`src/verilog/stall_pkg.sv`:
```
// Stall injector definitions: operating modes, the configuration word
// and the width of a stall count. Shared by the stall blocks and the
// testbench that programs them.

package stall_pkg;

    // Stall count width, covers 0 to 255 cycles
    localparam int STALL_CNT_W = 8;

    // Operating mode, selects how the configuration word is read
    typedef enum logic [1:0] {
        STALL_OFF    = 2'd0,
        STALL_FIXED  = 2'd1,
        STALL_RANDOM = 2'd2
    } stall_mode_e;

    // Fixed mode, separate counts for grant and response
    typedef struct packed {
        logic [STALL_CNT_W-1:0] grant_stalls;
        logic [STALL_CNT_W-1:0] resp_stalls;
    } stall_fixed_t;

    // Random mode, one upper bound for both paths
    typedef struct packed {
        logic [STALL_CNT_W-1:0] max_stall;
        logic [STALL_CNT_W-1:0] reserved;
    } stall_random_t;

    // One 16-bit word, decoded by mode
    typedef union packed {
        stall_fixed_t  fixed;
        stall_random_t random;
    } stall_cfg_u;

endpackage

```
`src/verilog/mem_bus_pkg.sv`:
```
// Memory port field widths for the request/grant/response bus.
// The top level takes its width defaults from here and the
// testbench uses the same byte enable type.

package mem_bus_pkg;

    // Byte enables, one per byte of a 32-bit word
    localparam int BE_W = 4;

    typedef logic [BE_W-1:0] be_t;

    // Default bus widths handed down by the top level
    localparam int ADDR_W_DEF = 32;
    localparam int DATA_W_DEF = 32;

endpackage

```
`src/verilog/stall_timer.sv`:
```
// Loadable down-counter used to time one stall at a time.
// done_o is high while the count is zero; loading zero gives done at once.
// The owner must only load again after it has seen done.

`timescale 1ns/1ns

module stall_timer #(
    parameter int STALL_CNT_W = stall_pkg::STALL_CNT_W
) (
    input  logic                   clk_i,
    input  logic                   arst_n_i,
    input  logic                   load_i,
    input  logic [STALL_CNT_W-1:0] value_i,
    output logic                   done_o
);

    logic [STALL_CNT_W-1:0] cnt_q;

    // Load N gives done N cycles later, so store N-1
    always_ff @(posedge clk_i or negedge arst_n_i) begin
        if (!arst_n_i) begin
            cnt_q <= '0;
        end else if (load_i) begin
            cnt_q <= (value_i == '0) ? '0 : value_i - 1'b1;
        end else if (cnt_q != '0) begin
            cnt_q <= cnt_q - 1'b1;
        end
    end

    // Bypass on load so a zero count finishes in the load cycle
    assign done_o = load_i ? (value_i == '0) : (cnt_q == '0);

    //////////////////////////////////////////////////////////////////////
    // Checks
    //////////////////////////////////////////////////////////////////////

    // A running stall is never cut short by a new load
    a_no_reload: assert property (
        @(posedge clk_i) disable iff (!arst_n_i)
        load_i |-> (cnt_q == '0)
    );

endmodule

```
`src/verilog/stall_lfsr.sv`:
```
// Pseudo-random stall count source. A 16-bit Galois LFSR steps once per
// draw and its low byte is bounded to 0..max_i. The count is valid
// combinationally in the cycle of the draw.

`timescale 1ns/1ns

module stall_lfsr #(
    parameter logic [15:0] LFSR_SEED = 16'hACE1
) (
    input  logic                                clk_i,
    input  logic                                arst_n_i,
    input  logic                                draw_i,
    input  logic [stall_pkg::STALL_CNT_W-1:0]   max_i,
    output logic [stall_pkg::STALL_CNT_W-1:0]   count_o
);

    logic [15:0]                         lfsr_q;
    logic [stall_pkg::STALL_CNT_W-1:0]   mask;
    logic [stall_pkg::STALL_CNT_W-1:0]   masked;

    // Galois step, taps 16,14,13,11; an all-zero seed would lock up
    always_ff @(posedge clk_i or negedge arst_n_i) begin
        if (!arst_n_i) begin
            lfsr_q <= (LFSR_SEED == 16'h0000) ? 16'h0001 : LFSR_SEED;
        end else if (draw_i) begin
            lfsr_q <= {1'b0, lfsr_q[15:1]} ^ (lfsr_q[0] ? 16'hB400 : 16'h0000);
        end
    end

    always_comb begin
        // Smear max_i right to get the smallest all-ones cover
        mask = max_i | (max_i >> 1);
        mask = mask | (mask >> 2);
        mask = mask | (mask >> 4);
        masked = lfsr_q[stall_pkg::STALL_CNT_W-1:0] & mask;
        // mask <= 2*max+1, so one fold lands in range
        count_o = (masked > max_i) ? masked - max_i - 1'b1 : masked;
    end

    // Bounded draw, the random mode relies on it on both paths
    a_count_bound: assert property (
        @(posedge clk_i) disable iff (!arst_n_i)
        draw_i |-> (count_o <= max_i)
    );

endmodule

```
`src/verilog/grant_stall_fsm.sv`:
```
// Grant path of the stall injector. Holds a core request back by the
// mode-decoded stall count, then forwards it to memory until granted.
// Also tracks granted transactions not yet answered to the core.

`timescale 1ns/1ns

module grant_stall_fsm #(
    parameter int          OUTSTANDING_DEPTH = 4,
    parameter logic [15:0] LFSR_SEED         = 16'hACE1,
    localparam int         PEND_W            = $clog2(OUTSTANDING_DEPTH + 1)
) (
    input  logic                    clk_i,
    input  logic                    arst_n_i,
    input  logic                    req_core_i,
    input  logic                    gnt_mem_i,
    input  stall_pkg::stall_mode_e  mode_i,
    input  stall_pkg::stall_cfg_u   cfg_i,
    input  logic                    full_i,
    input  logic                    rvalid_core_i,
    output logic                    req_mem_o,
    output logic                    gnt_core_o,
    output logic [PEND_W-1:0]       pending_o
);

    typedef enum logic [1:0] {IDLE, STALL, FORWARD} state_e;

    state_e                             state_q, state_d;
    logic [stall_pkg::STALL_CNT_W-1:0]  stall_cnt, draw_cnt;
    logic                               timer_load, timer_done, fwd_en;
    logic [PEND_W-1:0]                  pend_q;

    // Stall count for the request being accepted
    always_comb begin
        case (mode_i)
            stall_pkg::STALL_FIXED:  stall_cnt = cfg_i.fixed.grant_stalls;
            stall_pkg::STALL_RANDOM: stall_cnt = draw_cnt;
            default:                 stall_cnt = '0;
        endcase
    end

    assign timer_load = (state_q == IDLE) && req_core_i;
    // Forward on the cycle the stall runs out, zero stall included
    assign fwd_en = !full_i && ((state_q == FORWARD) ||
                    ((state_q == STALL || timer_load) && timer_done));
    assign req_mem_o  = fwd_en;
    assign gnt_core_o = fwd_en && gnt_mem_i;
    assign pending_o  = pend_q;

    stall_timer #(.STALL_CNT_W(stall_pkg::STALL_CNT_W)) u_timer (
        .clk_i, .arst_n_i, .load_i(timer_load), .value_i(stall_cnt), .done_o(timer_done)
    );

    stall_lfsr #(.LFSR_SEED(LFSR_SEED)) u_lfsr (
        .clk_i, .arst_n_i, .draw_i(timer_load && (mode_i == stall_pkg::STALL_RANDOM)),
        .max_i(cfg_i.random.max_stall), .count_o(draw_cnt)
    );

    always_comb begin
        state_d = state_q;
        if (state_q == IDLE && req_core_i) begin
            state_d = timer_done ? FORWARD : STALL;
        end else if (state_q == STALL && timer_done) begin
            state_d = FORWARD;
        end
        // Granted, ready for the next request
        if (fwd_en && gnt_mem_i) begin
            state_d = IDLE;
        end
    end

    always_ff @(posedge clk_i or negedge arst_n_i) begin
        if (!arst_n_i) begin
            state_q <= IDLE;
            pend_q  <= '0;
        end else begin
            state_q <= state_d;
            pend_q  <= pend_q + PEND_W'(gnt_core_o) - PEND_W'(rvalid_core_i);
        end
    end

    // Memory never grants a request that is not on the bus
    a_gnt_with_req: assert property (@(posedge clk_i) disable iff (!arst_n_i)
        gnt_mem_i |-> req_mem_o);
    // Full from the top keeps the count within depth
    a_pend_bound: assert property (@(posedge clk_i) disable iff (!arst_n_i)
        pend_q <= PEND_W'(OUTSTANDING_DEPTH));

endmodule

```
`src/verilog/resp_delay_fifo.sv`:
```
// Response path of the stall injector. Memory responses queue in order;
// each new head waits for its stall count before it goes to the core.
// Depth matches the outstanding limit, so it is never pushed when full.

`timescale 1ns/1ns

module resp_delay_fifo #(
    parameter int          DATA_WIDTH        = 32,
    parameter int          OUTSTANDING_DEPTH = 4,
    parameter logic [15:0] LFSR_SEED         = 16'h1D2B,
    localparam int         PTR_W = (OUTSTANDING_DEPTH > 1) ? $clog2(OUTSTANDING_DEPTH) : 1
) (
    input  logic                    clk_i,
    input  logic                    arst_n_i,
    input  logic                    rvalid_mem_i,
    input  logic [DATA_WIDTH-1:0]   rdata_mem_i,
    input  stall_pkg::stall_mode_e  mode_i,
    input  stall_pkg::stall_cfg_u   cfg_i,
    output logic                    rvalid_core_o,
    output logic [DATA_WIDTH-1:0]   rdata_core_o
);

    logic [DATA_WIDTH-1:0]              data_q [OUTSTANDING_DEPTH];
    logic [PTR_W-1:0]                   wr_ptr_q, rd_ptr_q;
    logic [PTR_W:0]                     count_q;
    logic                               head_armed_q, head_valid;
    logic                               timer_load, timer_done, pop;
    logic [stall_pkg::STALL_CNT_W-1:0]  stall_cnt, draw_cnt;

    // Head timer is armed once per entry
    assign head_valid = (count_q != '0);
    assign timer_load = head_valid && !head_armed_q;
    assign pop        = head_valid && timer_done;

    always_comb begin
        case (mode_i)
            stall_pkg::STALL_FIXED:  stall_cnt = cfg_i.fixed.resp_stalls;
            stall_pkg::STALL_RANDOM: stall_cnt = draw_cnt;
            default:                 stall_cnt = '0;
        endcase
    end

    stall_timer #(.STALL_CNT_W(stall_pkg::STALL_CNT_W)) u_timer (
        .clk_i, .arst_n_i, .load_i(timer_load), .value_i(stall_cnt), .done_o(timer_done)
    );

    // Draw at head load only
    stall_lfsr #(.LFSR_SEED(LFSR_SEED)) u_lfsr (
        .clk_i, .arst_n_i, .draw_i(timer_load && (mode_i == stall_pkg::STALL_RANDOM)),
        .max_i(cfg_i.random.max_stall), .count_o(draw_cnt)
    );

    //////////////////////////////////////////////////////////////////////
    // Storage and pointers
    //////////////////////////////////////////////////////////////////////

    always_ff @(posedge clk_i) begin
        if (rvalid_mem_i) begin
            data_q[wr_ptr_q] <= rdata_mem_i;
        end
    end

    // Pointers wrap naturally, depth is a power of two
    always_ff @(posedge clk_i or negedge arst_n_i) begin
        if (!arst_n_i) begin
            wr_ptr_q     <= '0;
            rd_ptr_q     <= '0;
            count_q      <= '0;
            head_armed_q <= 1'b0;
        end else begin
            wr_ptr_q <= wr_ptr_q + PTR_W'(rvalid_mem_i);
            rd_ptr_q <= rd_ptr_q + PTR_W'(pop);
            count_q  <= count_q + (PTR_W + 1)'(rvalid_mem_i) - (PTR_W + 1)'(pop);
            if (pop) begin
                head_armed_q <= 1'b0;
            end else if (timer_load) begin
                head_armed_q <= 1'b1;
            end
        end
    end

    assign rvalid_core_o = pop;
    assign rdata_core_o  = data_q[rd_ptr_q];

    // Outstanding limit upstream keeps room for every response
    a_no_overflow: assert property (@(posedge clk_i) disable iff (!arst_n_i)
        rvalid_mem_i |-> (count_q != (PTR_W + 1)'(OUTSTANDING_DEPTH)));

endmodule

```
`src/verilog/mem_stall_top.sv`:
```
// Stall injector between a core memory port and the memory.
// Request fields pass straight through; only the grant and the
// response valid are delayed. Configuration comes in on ports.

`timescale 1ns/1ns

module mem_stall_top #(
    parameter int          ADDR_WIDTH        = mem_bus_pkg::ADDR_W_DEF,
    parameter int          DATA_WIDTH        = mem_bus_pkg::DATA_W_DEF,
    parameter int          OUTSTANDING_DEPTH = 4,
    parameter logic [15:0] LFSR_SEED         = 16'hACE1
) (
    input  logic                    clk_i,
    input  logic                    arst_n_i,
    // Core side
    input  logic                    req_core_i,
    input  logic [ADDR_WIDTH-1:0]   addr_core_i,
    input  logic                    we_core_i,
    input  mem_bus_pkg::be_t        be_core_i,
    input  logic [DATA_WIDTH-1:0]   wdata_core_i,
    output logic                    gnt_core_o,
    output logic                    rvalid_core_o,
    output logic [DATA_WIDTH-1:0]   rdata_core_o,
    // Memory side
    output logic                    req_mem_o,
    output logic [ADDR_WIDTH-1:0]   addr_mem_o,
    output logic                    we_mem_o,
    output mem_bus_pkg::be_t        be_mem_o,
    output logic [DATA_WIDTH-1:0]   wdata_mem_o,
    input  logic                    gnt_mem_i,
    input  logic                    rvalid_mem_i,
    input  logic [DATA_WIDTH-1:0]   rdata_mem_i,
    // Configuration
    input  stall_pkg::stall_mode_e  stall_mode_i,
    input  stall_pkg::stall_cfg_u   stall_cfg_i
);

    localparam int PEND_W = $clog2(OUTSTANDING_DEPTH + 1);

    logic [PEND_W-1:0] pending;
    logic              out_full;

    // Request payload is not touched
    assign addr_mem_o  = addr_core_i;
    assign we_mem_o    = we_core_i;
    assign be_mem_o    = be_core_i;
    assign wdata_mem_o = wdata_core_i;

    // No new grant once every FIFO slot may be claimed
    assign out_full = (pending == PEND_W'(OUTSTANDING_DEPTH));

    grant_stall_fsm #(.OUTSTANDING_DEPTH(OUTSTANDING_DEPTH), .LFSR_SEED(LFSR_SEED)) u_gnt (
        .clk_i, .arst_n_i, .req_core_i, .gnt_mem_i, .mode_i(stall_mode_i), .cfg_i(stall_cfg_i),
        .full_i(out_full), .rvalid_core_i(rvalid_core_o), .req_mem_o, .gnt_core_o,
        .pending_o(pending)
    );

    // Second LFSR runs on its own seed
    resp_delay_fifo #(.DATA_WIDTH(DATA_WIDTH), .OUTSTANDING_DEPTH(OUTSTANDING_DEPTH),
                      .LFSR_SEED(LFSR_SEED ^ 16'h5A5A)) u_resp (
        .clk_i, .arst_n_i, .rvalid_mem_i, .rdata_mem_i, .mode_i(stall_mode_i),
        .cfg_i(stall_cfg_i), .rvalid_core_o, .rdata_core_o
    );

endmodule

```
`config.mk`:
```
export PLATFORM = sky130hd
export DESIGN_NAME = mem_stall_top
export DESIGN_NICKNAME = d
export VERILOG_FILES = /design/src/verilog/stall_pkg.sv /design/src/verilog/mem_bus_pkg.sv /design/src/verilog/stall_timer.sv /design/src/verilog/stall_lfsr.sv /design/src/verilog/grant_stall_fsm.sv /design/src/verilog/resp_delay_fifo.sv /design/src/verilog/mem_stall_top.sv
export SDC_FILE = /design/constraint.sdc
export NUM_CORES = 1
export LEC_CHECK = 0
export BUFFER_PORTS_ARGS = -buffer_cell sky130_fd_sc_hd__buf_2
export CAP_MARGIN = 10
export CELL_PAD_IN_SITES_DETAIL_PLACEMENT = 0
export CELL_PAD_IN_SITES_GLOBAL_PLACEMENT = 1
export CORE_ASPECT_RATIO = 0.7
export CORE_MARGIN = 5
export CORE_UTILIZATION = 47
export DETAILED_ROUTE_END_ITERATION = 16
export PLACE_DENSITY_LB_ADDON = 0.15
export SLEW_MARGIN = 15
export SYNTH_ARGS = -nofsm -noshare
export SYNTH_HDL_FRONTEND = slang
export SYNTH_SLANG_ARGS = --single-unit
```
`constraint.sdc`:
```
create_clock -name clk_i -period 8.3 [get_ports clk_i]
set_input_delay 0.83 -clock clk_i [delete_from_list [all_inputs] [get_ports clk_i]]
set_output_delay 0.83 -clock clk_i [all_outputs]
set_load 0.03 [all_outputs]
```
==> results.ini <==
[synthesis]
synth_cells = 726
ys_types = 70
synthArstFlopShare = 0.323
synth_area_leaders = edfxtp_1 40%, dfrtp_1 11%, mux4_2 7.5%
synth_ff_type = edfxtp_1
synthMuxAreaShare = 0.112
avgSynthCellArea_um2 = 13.3
synth_edf_count = 128
ys_seq_elements = 189
yosys.area.top_type_share = 0.399
yosys.area_share.simple = 0.0865
seq_area_frac_synth = 0.560
syn-cell-area_um2 = 9640
synth_area_leader_cell = edfxtp_1
yosysMostFrequentCell = edfxtp_1
synthTopCellsByCount = 128 x edfxtp_1, 69 x buf_4, 41 x dfrtp_1
synthAdderAreaFrac = 0.0460
synth_top_family_by_area = multiplexers
yosysWarnings = 0
synth_fp_nets = 883
synth_compound_area_frac = 0.0897
synth_xor_xnor_area_share = 0.0309

[status]
status = completed

[die]
die_w_um = 181
die_area_um2 = 23500
fp.dieH_um = 130
coreArea_um2 = 20000
start_util = 0.483
pin_count = 228
rows = 43

[route]
antenna_left = 0
routed_wl_mm = 21.8
via_count = 5794
vias_per_cell = 5.62
drtIter0Drc = 409
drt-pass1-iter-count = 5
drc_errors = 0
wire_per_inst_um = 21.1

[clocking]
clkLatencyLatePin_ps = 420
post_cts_buffers = 0
h-tree-depth = 4
cts_sinks = 189
cts_buffers = 17
hold_buffers = 0
clk_path_buf_depth = 2
post_cts_resized = 0
cts_tree = yes
root_buffer = clkbuf_16
path_clk_slew_ps = 60

[place]
dpl_cell_area_um2 = 9870
gp_congestion = 0.845
dp.cells = 999
place_hpwl_mm = 16.0
io_buffers = 89

[timing]
fmax_mhz = 158
maxSlewHeadroom = 0.243
fin_crit_sh = 0.764
layout_min_cycle_time_ps = 6340
hold_viol = 0
worst_pin_slew_ps = 1130
rsz0062_at_grt = false
final_max_slew_viol_count = 0
skew_ps = 11.1
setup_viol = 0
fin_setup_tns_ps = 0

[cells_and_area]
nets = 905
seqCellArea_um2 = 5400
nFillCells = 1673
syn_to_final_growth_pct = 8.32
multi_input_area_um2 = 3520
postLayoutCellArea_um2 = 10400
drive_above_1_share = 0.292
instances_no_fill = 1031
final_core_util = 0.523

[setup_path]
end_kind = output pin
arrival_ps = 5510
start_kind = primary input
cp_max_fo = 9
worstSetupPathType = primary input to output pin
worst-endpoint-required_ps = 7470

[global_routing]
grt_usage = 0.187
grt.overflow.total = 0
grt_antenna_before_repair = 2
grt_pass1_vias = 5842
grt_max_degree = 62
grt_pass1_wl_mm = 33.5

[power]
powerDensity_nw_per_um2 = 230
leakagePower_nw = 4.03
peakVddDrop_mv = 0.149

[hold_path]
min_path_type = flip-flop to flip-flop

[flow_run]
maxCapViolCount = 0

==> power breakdown <==
group          switching [mW]  leakage, nW  internal, mW
combinational           0.245         1.89         0.140
sequential             0.0505         1.87          1.18
clock                   0.343        0.279         0.448
total                   0.638         4.03          1.77
==> through the flow <==
step	setup WS, ps	power [mW]	hold slack, ps
4_1_cts	1960	2.43	510
3_5_place_dp	1770	1.64	494
6_report	1960	2.40	508
3_3_place_gp	1980	1.62	485
2_1_floorplan	2060	1.56	464
5_1_grt	1560	2.52	530
==> metal layers <==
metal,up-vias,track usage,share of wire
met5,-,0,0.00096
li1,2685,-,-
met2,158,0.275,0.44
met3,87,0.0521,0.068
met4,4,0.0962,0.048
met1,2860,0.257,0.45
==> final cells by class <==
class                   count  area share
flip-flops and latches    189       0.517
multi-input cells         414       0.337
repair buffers             97      0.0484
clock buffers              20      0.0418
well taps                 270      0.0324
clock inverters            11      0.0126
inverters                  29      0.0104
diodes                      1    0.000240
==> state kept, by name, summed over array words and instances (netlist names) <==
name / cells
u_resp.data_q: 128
u_gnt.u_lfsr.lfsr_q: 16
u_resp.u_lfsr.lfsr_q: 16
u_gnt.u_timer.cnt_q: 8
u_resp.u_timer.cnt_q: 8
u_gnt.pending_o: 3
u_resp.count_q: 3
u_gnt.state_q: 2
u_resp.rd_ptr_q: 2
u_resp.wr_ptr_q: 2
u_resp.head_armed_q: 1
==> worst max-delay path, stage by stage <==
cell and delay (ps):
buf_2 160, nor3_1 470, nand4_1 250, o21ai_0 440, inv_1 90, ha_1 240
fa_1 440, a211oi_1 320, o21bai_1 120, a21oi_1 200, xnor2_1 90, mux2i_1 170
o21ai_0 150, or3_1 510, or3_1 370, a21oi_1 360, buf_2 280
==> kinds of logic after synthesis <==
kind of cell / count (synthesis)
flip-flops: 189
AND/OR/NAND/NOR: 158
AO/OA/AOI/OAI: 125
buffers and inverters: 123
multiplexers: 64
XOR/XNOR: 34
adder cells (fa/ha/maj): 33
==> cells in the final DEF, fill, tap and decap left out, types with 15 or more instances in the layout <==
cell	n
xnor2_1	25
a21oi_1	26
clkbuf_16	17
dfrtp_1	40
o21ai_0	21
mux2_2	27
ha_1	29
edfxtp_1	128
nor2_1	31
inv_1	29
nor3_1	15
buf_2	89
nand2_1	39
dfstp_2	20
mux4_2	32
==> worst paths after layout <==
| check | from | endpoint | slack, ps | depth (start not counted) |
|---|---|---|---|---|
| worst max-delay path | stall_cfg_i[15] | rvalid_core_o | 1960 | 17 |
| worst min-delay path | u_gnt.pending_o[0] | u_gnt.pending_o[0] | 510 | 1 |
| worst max register to register | u_resp.u_lfsr.lfsr_q[5] | u_gnt.pending_o[2] | 3270 | 18 |
| worst min register to register | u_gnt.pending_o[0] | u_gnt.pending_o[0] | 510 | 1 |
| max in group asynchronous | arst_n_i | u_resp.rd_ptr_q[0] | 7140 | 2 |
| min in group asynchronous | arst_n_i | u_gnt.u_lfsr.lfsr_q[4] | 550 | 2 |
Power figures use the tool's default switching activity.
